$ cat config.mk
export PLATFORM = sky130hd
export DESIGN_NAME = alu_top
export DESIGN_NICKNAME = d
export VERILOG_FILES = /design/src/common/alu_pkg.sv /design/src/logic/alu_req_port.sv /design/src/alu/alu_decode.sv /design/src/alu/alu_shifter.sv /design/src/alu/alu_adder.sv /design/src/alu/alu_flags.sv /design/src/logic/alu_top.sv
export SDC_FILE = /design/constraint.sdc
export NUM_CORES = 1
export LEC_CHECK = 0
export BUFFER_PORTS_ARGS = -buffer_cell sky130_fd_sc_hd__buf_2
export CORE_UTILIZATION = 45
export CTS_CLUSTER_DIAMETER = 40
export DETAILED_ROUTE_END_ITERATION = 10
export PLACE_DENSITY = 0.69
export SYNTH_ARGS = -nofsm -noshare
export SYNTH_HDL_FRONTEND = slang
export SYNTH_SLANG_ARGS = --single-unit
$ cat constraint.sdc
create_clock -name clk -period 5.5 [get_ports clk]
set_input_delay 0.825 -clock clk [delete_from_list [all_inputs] [get_ports clk]]
set_output_delay 0.825 -clock clk [all_outputs]
set_load 0.02 [all_outputs]
$ cat src/common/alu_pkg.sv
package alu_pkg;

	// Opcode set of the SM83-style ALU
	typedef enum logic [4:0] {
		ADD, ADC, SUB, SBC, CP,                 // Adder group
		AND, OR, XOR,                           // Reuse G/P terms
		CPL, SCF, CCF,                          // Accumulator and carry ops
		RLC, RRC, RL, RR, SLA, SRA, SRL, SWAP,  // Shift network
		BIT, SET, RES                           // Indexed bit ops
	} alu_op_e;

	// Unit select made in decode
	typedef enum logic [1:0] {
		ARITH,     // Lookahead adder
		LOGIC,     // G/P logic merge
		SHIFT,     // Rotate/shift/swap
		FLAGONLY   // Pass operand, flags only
	} alu_unit_e;

	// Same bit order as F[7:4]
	typedef struct packed {
		logic z;
		logic n;
		logic h;
		logic c;
	} alu_flags_t;

	typedef struct packed {
		alu_op_e    op;
		logic [7:0] a;        // Accumulator or CB target register
		logic [7:0] b;        // Operand 2
		logic [2:0] bit_idx;  // BIT/SET/RES index
	} alu_req_t;

	typedef struct packed {
		alu_op_e    op;
		logic [7:0] opa;      // Operand 1, SET/RES mask applied
		logic [7:0] opb;      // Operand 2, inverted on subtract
		logic       sub;
		logic       use_cin;  // Carry flag feeds carry-in
		alu_unit_e  unit;
		logic [2:0] bit_idx;
	} alu_dec_t;

	typedef struct packed {
		alu_op_e    op;
		logic [7:0] res;
		logic       c8;        // Carry out of bit 7 or shifted-out bit
		logic       c4;        // Carry out of bit 3
		logic       bit_zero;  // Tested value is zero (BIT bit, CP difference)
		logic       sub;
		alu_unit_e  unit;
	} alu_exe_t;

	typedef struct packed {
		logic [7:0] res;
		alu_flags_t flags;
	} alu_res_t;

endpackage

$ cat src/logic/alu_req_port.sv
`timescale 1ns/1ns

module alu_req_port (
	input  logic              clk,
	input  logic              rst,
	input  logic              req,
	input  alu_pkg::alu_req_t req_data,
	output logic              ack,
	output logic              cap_valid,
	output alu_pkg::alu_req_t cap_data
);

	logic take;  // New request, not yet acknowledged

	assign take = req & ~ack;

	// Four-phase state, ack doubles as the "already taken" marker
	always_ff @(posedge clk) begin
		if (rst) begin
			ack       <= 1'b0;
			cap_valid <= 1'b0;
		end else begin
			cap_valid <= take;  // One-cycle launch pulse
			if (take)
				ack <= 1'b1;
			else if (!req)
				ack <= 1'b0;  // Return to zero once req drops
		end
	end

	// Request fields are stable until ack, grab them on the capture edge
	always_ff @(posedge clk) begin
		if (take)
			cap_data <= req_data;
	end

endmodule

$ cat src/alu/alu_decode.sv
`timescale 1ns/1ns

module alu_decode (
	input  logic              clk,
	input  logic              rst,
	input  logic              cap_valid,
	input  alu_pkg::alu_req_t cap_data,
	output logic              dec_valid,
	output alu_pkg::alu_dec_t dec_data
);

	alu_pkg::alu_dec_t dec_next;
	logic [7:0]        mask;  // One-hot from bit index

	assign mask = 8'b1 << cap_data.bit_idx;

	always_comb begin
		dec_next         = '0;
		dec_next.op      = cap_data.op;
		dec_next.bit_idx = cap_data.bit_idx;
		dec_next.sub     = (cap_data.op == alu_pkg::SUB) || (cap_data.op == alu_pkg::SBC) ||
			(cap_data.op == alu_pkg::CP);
		dec_next.use_cin = (cap_data.op == alu_pkg::ADC) || (cap_data.op == alu_pkg::SBC) ||
			(cap_data.op == alu_pkg::RL) || (cap_data.op == alu_pkg::RR);  // Through-carry ops
		dec_next.opb     = dec_next.sub ? ~cap_data.b : cap_data.b;  // B complement
		case (cap_data.op)
			alu_pkg::SET: dec_next.opa = cap_data.a | mask;   // Force indexed bit
			alu_pkg::RES: dec_next.opa = cap_data.a & ~mask;  // Clear indexed bit
			default:      dec_next.opa = cap_data.a;
		endcase
		case (cap_data.op)
			alu_pkg::ADD, alu_pkg::ADC, alu_pkg::SUB, alu_pkg::SBC, alu_pkg::CP:
				dec_next.unit = alu_pkg::ARITH;
			alu_pkg::AND, alu_pkg::OR, alu_pkg::XOR:
				dec_next.unit = alu_pkg::LOGIC;
			alu_pkg::RLC, alu_pkg::RRC, alu_pkg::RL, alu_pkg::RR, alu_pkg::SLA,
			alu_pkg::SRA, alu_pkg::SRL, alu_pkg::SWAP:
				dec_next.unit = alu_pkg::SHIFT;
			default:
				dec_next.unit = alu_pkg::FLAGONLY;  // CPL SCF CCF BIT SET RES
		endcase
	end

	always_ff @(posedge clk) begin
		if (rst)
			dec_valid <= 1'b0;
		else
			dec_valid <= cap_valid;
	end

	always_ff @(posedge clk) begin
		if (cap_valid)
			dec_data <= dec_next;
	end

endmodule

$ cat src/alu/alu_shifter.sv
`timescale 1ns/1ns

module alu_shifter #(
	parameter int WIDTH = 8
) (
	input  alu_pkg::alu_op_e   op,
	input  logic [WIDTH-1:0]   din,
	input  logic               cin,   // Carry flag for RL/RR
	output logic [WIDTH-1:0]   dout,
	output logic               cout
);

	localparam int HALF = WIDTH / 2;  // SWAP boundary

	always_comb begin
		dout = din;  // Non-shift ops pass through
		cout = 1'b0;
		case (op)
			alu_pkg::RLC: begin
				dout = {din[WIDTH-2:0], din[WIDTH-1]};  // MSB wraps to LSB
				cout = din[WIDTH-1];
			end
			alu_pkg::RRC: begin
				dout = {din[0], din[WIDTH-1:1]};
				cout = din[0];
			end
			alu_pkg::RL: begin
				dout = {din[WIDTH-2:0], cin};  // Rotate through carry
				cout = din[WIDTH-1];
			end
			alu_pkg::RR: begin
				dout = {cin, din[WIDTH-1:1]};
				cout = din[0];
			end
			alu_pkg::SLA: begin
				dout = {din[WIDTH-2:0], 1'b0};
				cout = din[WIDTH-1];
			end
			alu_pkg::SRA: begin
				dout = {din[WIDTH-1], din[WIDTH-1:1]};  // Sign kept
				cout = din[0];
			end
			alu_pkg::SRL: begin
				dout = {1'b0, din[WIDTH-1:1]};
				cout = din[0];
			end
			alu_pkg::SWAP: dout = {din[HALF-1:0], din[WIDTH-1:HALF]};  // Carry stays 0
			default: ;
		endcase
	end

endmodule

$ cat src/alu/alu_adder.sv
`timescale 1ns/1ns

module alu_adder #(
	parameter int WIDTH = 8
) (
	input  logic [WIDTH-1:0]  opa,
	input  logic [WIDTH-1:0]  opb,   // Already complemented for subtract
	input  logic              cin,
	input  alu_pkg::alu_unit_e unit,
	input  alu_pkg::alu_op_e  op,
	output logic [WIDTH-1:0]  sum,
	output logic              c4,    // Out of bit 3
	output logic              c8     // Out of bit 7
);

	localparam int NG = WIDTH / 4;  // 4-bit lookahead groups

	logic [WIDTH-1:0] g;   // Generate, also the AND result
	logic [WIDTH-1:0] p;   // Propagate, also the OR result
	logic [WIDTH-1:0] hx;  // Half sum, also the XOR result
	logic [WIDTH-1:0] c;   // Carry into each bit
	logic [NG:0]      gc;  // Carries between groups

	assign g  = opa & opb;
	assign p  = opa | opb;
	assign hx = p & ~g;
	assign gc[0] = cin;

	for (genvar gi = 0; gi < NG; gi++) begin : g_cla
		localparam int B = 4 * gi;
		logic grp_g;  // Group generate
		logic grp_p;  // Group propagate

		assign c[B]   = gc[gi];
		assign c[B+1] = g[B] | (p[B] & gc[gi]);
		assign c[B+2] = g[B+1] | (p[B+1] & g[B]) | (p[B+1] & p[B] & gc[gi]);
		assign c[B+3] = g[B+2] | (p[B+2] & g[B+1]) | (p[B+2] & p[B+1] & g[B]) |
			(p[B+2] & p[B+1] & p[B] & gc[gi]);
		assign grp_g = g[B+3] | (p[B+3] & g[B+2]) | (p[B+3] & p[B+2] & g[B+1]) |
			(p[B+3] & p[B+2] & p[B+1] & g[B]);
		assign grp_p = &p[B+3:B];
		assign gc[gi+1] = grp_g | (grp_p & gc[gi]);  // Ripples into next group
	end

	assign c4 = gc[1];
	assign c8 = gc[2];

	// Sum/logic merge
	always_comb begin
		if (unit == alu_pkg::LOGIC) begin
			case (op)
				alu_pkg::AND: sum = g;
				alu_pkg::OR:  sum = p;
				default:      sum = hx;  // XOR
			endcase
		end else begin
			sum = hx ^ c;
		end
	end

endmodule

$ cat src/alu/alu_flags.sv
`timescale 1ns/1ns

module alu_flags #(
	parameter int WIDTH = 8
) (
	input  logic                clk,
	input  logic                rst,
	input  logic                dec_valid,
	input  alu_pkg::alu_dec_t   dec_data,
	output logic                res_valid,
	output alu_pkg::alu_res_t   res_data,
	output alu_pkg::alu_flags_t flags
);

	alu_pkg::alu_flags_t flag_q, flag_next;  // Flag register and its update
	alu_pkg::alu_exe_t   exe_q, exe_next;
	logic                exe_valid;
	logic                cin, sh_cout, ad_c4, ad_c8, zero;
	logic [WIDTH-1:0]    sh_dout, ad_sum;

	assign flags = flag_q;
	assign cin   = dec_data.use_cin ? (flag_q.c ^ dec_data.sub) : dec_data.sub;  // Borrow is ~C

	alu_shifter #(.WIDTH(WIDTH)) u_shifter (
		.op(dec_data.op), .din(dec_data.opa), .cin(cin), .dout(sh_dout), .cout(sh_cout));

	alu_adder #(.WIDTH(WIDTH)) u_adder (
		.opa(dec_data.opa), .opb(dec_data.opb), .cin(cin), .unit(dec_data.unit),
		.op(dec_data.op), .sum(ad_sum), .c4(ad_c4), .c8(ad_c8));

	always_comb begin
		exe_next      = '0;
		exe_next.op   = dec_data.op;
		exe_next.sub  = dec_data.sub;
		exe_next.unit = dec_data.unit;
		exe_next.c4   = ad_c4;
		exe_next.c8   = (dec_data.unit == alu_pkg::SHIFT) ? sh_cout : ad_c8;
		exe_next.bit_zero = (dec_data.op == alu_pkg::BIT) ? ~dec_data.opa[dec_data.bit_idx] : ~|ad_sum;
		case (dec_data.unit)
			alu_pkg::SHIFT:    exe_next.res = sh_dout;
			alu_pkg::FLAGONLY: exe_next.res = (dec_data.op == alu_pkg::CPL) ? ~dec_data.opa : dec_data.opa;
			default:           exe_next.res = (dec_data.op == alu_pkg::CP) ? dec_data.opa : ad_sum;
		endcase
	end

	assign zero = ~|exe_q.res;

	always_comb begin
		flag_next = flag_q;  // SET/RES keep everything
		case (exe_q.unit)
			alu_pkg::ARITH: flag_next = {(exe_q.op == alu_pkg::CP) ? exe_q.bit_zero : zero,
				exe_q.sub, exe_q.c4 ^ exe_q.sub, exe_q.c8 ^ exe_q.sub};
			alu_pkg::LOGIC: flag_next = {zero, 1'b0, exe_q.op == alu_pkg::AND, 1'b0};
			alu_pkg::SHIFT: flag_next = {zero, 1'b0, 1'b0, exe_q.c8};
			default: case (exe_q.op)
				alu_pkg::CPL: flag_next = {flag_q.z, 1'b1, 1'b1, flag_q.c};
				alu_pkg::SCF: flag_next = {flag_q.z, 1'b0, 1'b0, 1'b1};
				alu_pkg::CCF: flag_next = {flag_q.z, 1'b0, 1'b0, ~flag_q.c};
				alu_pkg::BIT: flag_next = {exe_q.bit_zero, 1'b0, 1'b1, flag_q.c};
				default: ;
			endcase
		endcase
	end

	always_ff @(posedge clk) begin
		if (rst) begin
			exe_valid <= 1'b0;
			res_valid <= 1'b0;
			res_data  <= '0;
			flag_q    <= '0;
		end else begin
			exe_valid <= dec_valid;
			res_valid <= exe_valid;  // Single-cycle result pulse
			if (exe_valid) begin
				res_data.res   <= exe_q.res;
				res_data.flags <= flag_next;
				flag_q         <= flag_next;
			end
		end
	end

	always_ff @(posedge clk) begin
		if (dec_valid)
			exe_q <= exe_next;  // Execute stage register
	end

endmodule

$ cat src/logic/alu_top.sv
`timescale 1ns/1ns

module alu_top #(
	parameter int WIDTH = 8  // Datapath width for shifter and adder
) (
	input  logic                clk,
	input  logic                rst,
	input  logic                req,
	input  alu_pkg::alu_req_t   req_data,
	output logic                ack,
	output logic                res_valid,
	output alu_pkg::alu_res_t   res_data,
	output alu_pkg::alu_flags_t flags
);

	logic              cap_valid;  // Launch pulse from the port
	alu_pkg::alu_req_t cap_data;
	logic              dec_valid;
	alu_pkg::alu_dec_t dec_data;

	// Four-phase input capture
	alu_req_port u_req_port (
		.clk(clk),
		.rst(rst),
		.req(req),
		.req_data(req_data),
		.ack(ack),
		.cap_valid(cap_valid),
		.cap_data(cap_data)
	);

	alu_decode u_decode (
		.clk(clk),
		.rst(rst),
		.cap_valid(cap_valid),
		.cap_data(cap_data),
		.dec_valid(dec_valid),
		.dec_data(dec_data)
	);

	// Execute and flag writeback
	alu_flags #(.WIDTH(WIDTH)) u_flags (
		.clk(clk),
		.rst(rst),
		.dec_valid(dec_valid),
		.dec_data(dec_data),
		.res_valid(res_valid),
		.res_data(res_data),
		.flags(flags)
	);

endmodule

# Yosys cells after proc, flatten, opt, wreduce, memory -nomap -nowiden

Memory sizes are Yosys's and may differ from the RTL's. A register that Yosys moved wholly into a read port is not among the register bits.
Cells that the tools add are included.

Divide/modulo/power cells: 0
Mux-type cells: 19
Add/sub/neg operators: 0
Equal/unequal tests: 37
Shift-type cells: 1
Reduce and logical (&&, ||, !) cells: 20
Bitwise operators: 67
Multiply operators: 0
Order comparisons: 1

Operator list:

| operator                                                              | count |
|---|---|
| 8-bit one-hot mux with 8 select lines                                 | 1 |
| 5-bit by 4-bit equality test with 1-bit output, second input constant | 11 |
| 8-bit one-hot mux with 2 select lines                                 | 3 |
| 5-bit equality test, second input constant                            | 7 |
| 8-bit two-way mux                                                     | 4 |
| 8-bit NOT                                                             | 4 |
| 1-bit bitwise AND                                                     | 31 |
| 5-bit by 3-bit equality test with 1-bit output, second input constant | 6 |
| 8-bit bitwise AND                                                     | 3 |
| 1-bit OR                                                              | 20 |
| 4-bit != test, second input constant                                  | 4 |
| 8-bit OR                                                              | 2 |
| 4-bit one-hot mux with 4 select lines                                 | 1 |
| 8-bit OR reduction                                                    | 2 |
| 4-bit one-hot mux with 3 select lines                                 | 1 |
| 4-bit AND reduction                                                   | 3 |
| 5-bit by 2-bit equality test with 1-bit output, second input constant | 2 |
| 1-bit by 3-bit << shifter with 8-bit output, first input constant     | 1 |
| 8-bit bitwise XOR                                                     | 1 |
| 1-bit two-way mux                                                     | 7 |
| 7-bit nonzero test                                                    | 1 |
| 2-bit equality test, second input constant                            | 3 |
| 5-bit by 1-bit equality test with 1-bit output, second input constant | 1 |
| 1-bit logical OR                                                      | 5 |
| 15 further kinds                                                      | 21 |

Output and inout bits: 18
Register bits after elaboration: 86
Memories kept: 1
Input bits: 27
Word-level logic and storage cells: 173
Latch bits: 0
Memory bits (read-only): 64
Bits in writable memories: 0

Memories:

| name             | depth | bits a word | rd ports | clocked after Yosys merged registers in | write ports | line             | source |
|---|---|---|---|---|---|---|---|
| (name not given) | 32    | 2           | 1        | 1                                       | 0           | alu_decode.sv:31 | `case (cap_data.op)` |

# Logic depth before layout (Yosys ltp)

Word-level depth: 13
Depth in mapped cells: 11
Mapped depth without buffers: 11

# Cells and area by module

A second synthesis with hierarchy kept.

Cell total of the unflattened synthesis: 471
Area total of the unflattened synthesis: 5,218.8 um2

By module, submodules not included:

| module       | cells an instance | area an instance (um2) | sequential area each (um2) | times used |
|---|---|---|---|---|
| alu_flags    | 167               | 1,779.2                | 850.8                      | 1 |
| alu_decode   | 83                | 1,343.8                | 860.8                      | 1 |
| alu_adder    | 130               | 884.6                  | 0.0                        | 1 |
| alu_req_port | 29                | 785.8                  | 760.7                      | 1 |
| alu_shifter  | 62                | 425.4                  | 0.0                        | 1 |

# Worst setup path before layout

No wires, ideal clock.

Path kind: reg2reg
From: register u_decode.dec_data[17] (netlist name)
To: register u_flags.exe_q[3] in the netlist's numbering, data pin
Data arrival time: 2,841 ps
Library setup time: 170 ps
Cell stages (with the launch flop): 12
Clock period less this slack: 3,011 ps
Data required time: 5,330 ps
Path buffers: 0
Slack: 2,489 ps
Cell sequence: edfxtp_1 -> inv_1 -> ha_1 -> nor2_1 -> a21o_1 -> or3_1 -> fa_1 -> nor3b_1 -> a211oi_1 -> nand3_1 -> or4_1 -> o32ai_2

RTL lines:

| what                   | line            | source |
|---|---|---|
| end signal: assignment | alu_flags.sv:84 | `exe_q <= exe_next;` |
| end: declaration       | alu_flags.sv:16 | `alu_pkg::alu_exe_t exe_q, exe_next;` |

==> run summary <==
STA
---------------------------------------------------------------------------------
Transition at the pin with the smallest max-transition slack              1100 ps
Layout Skew                                                               6.56 ps
Number of pins exceeding their max-slew limit in the final report               0
Final hold slack                                                           479 ps
Worst max-slew margin expressed relative to the limit                       26.2%
Unrepaired setup endpoints after global routing                                no
Setup violations, final                                                         0
Minimum clock period after layout                                         3550 ps
Summed negative setup slack over all endpoints                               0 ps
Final period util                                                           64.5%
Final-report hold violation count                                               0
Timing-limited maximum frequency                                          282 MHz

LAYOUT
---------------------------------------------------------------------------------
Net count, final                                                              567
Fillers                                                                     1,017
Antenna diode instance count                                                    0
Synthesis-to-finish area growth                                             11.3%
Fraction of final layout cells with drive strength greater than 1           15.3%
Number of standard cells in the final layout excluding fillers                662

SYNTH
---------------------------------------------------------------------------------
Avg Cell Area, Syn                                                      10.5 um^2
Synth top cells by count                                             edfxtp_1, nor2_1, o21ai_0
Net count of the mapped netlist                                               535
Synth area leaders                                                   edfxtp_1, dfxtp_1, ha_1, o21ai_0, nor2_1
Yosys warning count                                                             0
Combined area of all synthesized cells                               0.00507 mm^2
Synth async-reset ratio                                                        0%
Register area share after synthesis                                         48.7%
Post-synth EDFFs                                                               71
Post-synthesis cell type with the largest combined area                  edfxtp_1
Number of cells produced by synthesis                                         485
Most frequent cell after synthesis                                       edfxtp_1
Yosys reg bits                                                                 88
Share of the synthesized area in the top cell type                          42.0%
Number of different library cells in the post-synthesis netlist                64
Main synth FF type                                                       edfxtp_1

FLOORPLANNING
---------------------------------------------------------------------------------
Number of standard-cell rows in the floorplan                                  38
Top-Level Pins                                                                 45
Vertical extent of the die                                                 108 um
Chip width                                                                 108 um
Starting utilization of the core area                                       46.4%
Die outline area                                                      0.0117 mm^2
Core region area                                                      0.0109 mm^2

CLOCK NETWORK
---------------------------------------------------------------------------------
Largest buffer count on any clock path                                          2
Source-to-sink clock delay at the later pin of the worst-skew pair         350 ps
# clock sinks                                                                  88
Clock buffer count from CTS                                                     9
Clock Root Buffer                                                       clkbuf_16
Post-CTS setup buffers                                                          0
Post-cts gate resize count                                                      0
Clock H-tree levels                                                             3
TritonCTS clock tree                                                          yes
Post-CTS Hold Fix Bufs                                                          0
Clock-pin slew on the worst setup and hold paths                            70 ps

SETUP PATH
---------------------------------------------------------------------------------
Kind of cell with the highest combined delay on the critical path    simple AND/OR/NAND/NOR gates
Critical Path Max Stage Delay                                              510 ps
Critical path class                                                       reg2reg
Critical-path cell with the highest stage delay                          edfxtp_1
Critical-path cell list                                              inv_1 -> ha_1 -> nor2_1 -> a21o_1 -> or3_1 -> fa_1 -> nor3b_1 -> a211oi_1 -> nand3_1 -> or4_1 -> o32ai_2
Number of buffer and inverter stages on the critical path                       1
Startpoint type of the worst setup path                                 flip-flop
Critical path required time                                               5660 ps
Crit path DAT                                                             3710 ps
Maximum fanout along the worst path                                             8
Setup crit end kind                                                     flip-flop

ROUTING
---------------------------------------------------------------------------------
Wire length on met1                                                       5.00 mm
DRT iter0 DRCs                                                                437
Length of routed met2 wiring                                              5.61 mm
DR pass1 iterations                                                             6
Wire length on met3                                                        795 um
Wire length per cell after detailed routing                               17.7 um
Vias after detailed routing                                                 3,912
Uppermost routed layer                                                       met4
Post-DRT Antenna Nets                                                           0
Routed via count divided by cell count                                       5.91
Detailed-route wire length                                                11.7 mm
Residual DRC                                                                    0

PWR
---------------------------------------------------------------------------------
Static Leakage                                                         0.00207 uW
Comb pwr share                                                              10.3%
Switch share                                                                25.5%
Maximum resistive drop on vdd                                            0.220 mV
Power density over the cells                                          268 mW/mm^2
Relative contribution of the clock network to total power                   38.0%
Power dissipated by switching net loads                                    386 uW
Internal power                                                            1130 uW
Portion of total power attributed to sequential cells                       51.7%

GLOBAL ROUTING
---------------------------------------------------------------------------------
Aggregate global routing overflow                                               0
Vias in the first global route                                              3,666
Largest net degree at the start of global routing                              32
Number of antenna violations at the first check in global routing               0
Global-route wire length before repair                                    18.6 mm
Overall Global Routing Usage                                                21.3%

PLACEMENT
---------------------------------------------------------------------------------
Instance count after placement with tap cells included                        646
# port buffers                                                                 44
Routability Congestion                                                      0.959
Final HPWL DP                                                             8.68 mm

RUN
---------------------------------------------------------------------------------
Number of maximum-capacitance constraint violations                             0

WORST HOLD PATH
---------------------------------------------------------------------------------
Worst min-delay path class                                                reg2reg

RUN STATUS
---------------------------------------------------------------------------------
Result of the run                                                    complete, no violations

==> layer usage <==
| layer | global-route usage (%) | vias up |
|---|---|---|
| met5 | 0 | - |
| met4 | 10.2 | 0 |
| met3 | 3.92 | 29 |
| met2 | 35.4 | 168 |
| met1 | 26.7 | 1846 |
| li1 | - | 1869 |
==> registers in the layout, indices dropped and copies added (netlist names) <==
| signal | count |
|---|---|
| u_decode.dec_data | 28 |
| u_req_port.cap_data | 24 |
| u_flags.exe_q | 19 |
| u_flags.res_data | 9 |
| u_flags.flags | 3 |
| u_decode.dec_valid | 1 |
| u_flags.exe_valid | 1 |
| u_flags.res_valid | 1 |
| u_req_port.ack | 1 |
| u_req_port.cap_valid | 1 |
==> cell families after synthesis <==
| group | synth area share, % |
|---|---|
| flops | 48.7 |
| fa+ha+maj | 5.97 |
| buf+inv | 4.41 |
| mux | 4.27 |
| compound gates | 18.0 |
| xor+xnor | 3.28 |
| simple gates | 15.4 |
==> path summary, 6_finish.rpt <==
path	endpoint	slack (ps)	start	cells after the start
max	u_flags.exe_q[3]$_DFFE_PP_	1950	u_decode.dec_data[17]$_DFFE_PP_	11
min	u_flags.flags[1]$_SDFFE_PP0P_	480	u_flags.flags[1]$_SDFFE_PP0P_	2
max reg2reg	u_flags.exe_q[3]$_DFFE_PP_	1950	u_decode.dec_data[17]$_DFFE_PP_	11
min reg2reg	u_flags.flags[1]$_SDFFE_PP0P_	480	u_flags.flags[1]$_SDFFE_PP0P_	2
==> per-stage QoR <==
step           instance area [um^2]  total power (uW)  worst slack [ps]  util, %
3_3_place_gp                   5370               946              2220     49.1
5_1_grt                        5650              1570              1690     51.6
6_report                       5650              1510              1950     51.6
4_1_cts                        5650              1530              1980     51.6
3_5_place_dp                   5370               949              2030     49.1
2_1_floorplan                  5070               899              2490        -
==> worst register-to-register path, stage by stage (launching register included) <==
cell and delay (ps):
edfxtp_1 510, inv_1 160, ha_1 250, nor2_1 70
a21o_1 180, or3_1 450, fa_1 450, nor3b_1 160
a211oi_1 330, nand3_1 90, or4_1 420, o32ai_2 290
==> placed cells by master, fill, tap and decap left out, drive strengths merged, types with 3 or more instances in the layout <==
master	n
edfxtp	71
buf	47
nor2	45
o21ai	35
nand2	29
a21oi	29
inv	28
ha	21
dfxtp	17
mux2i	16
xnor2	15
nor2b	14
a31oi	13
nand2b	12
a22oi	9
clkbuf	9
a211oi	8
nand3	8
nor3	8
nand3b	6
nor3b	6
xor2	4
or2	4
a311oi	4
clkinv	4
or3	3
a211o	3
o211ai	3
o31ai	3
o21bai	3
or4	3
==> cell type report <==
type / count / area (um^2) / share of cell area (%)
multi-input combinational: 345 / 2380 / 42.1
tap: 140 / 175 / 3.10
timing repair buffer: 47 / 243 / 4.30
clock buffer: 9 / 225 / 3.99
inverter: 26 / 97.6 / 1.73
clock inverter: 7 / 55.1 / 0.975
sequential: 88 / 2470 / 43.8
==> power groups by stage <==
stage	registers [uW]	logic, uW	clock network, uW
floorplan	786	113	0
global placement	795	152	0
detailed placement	796	153	0
CTS	782	154	589
global route	786	173	614
finish	782	156	575
Power figures use the tool's default switching activity.
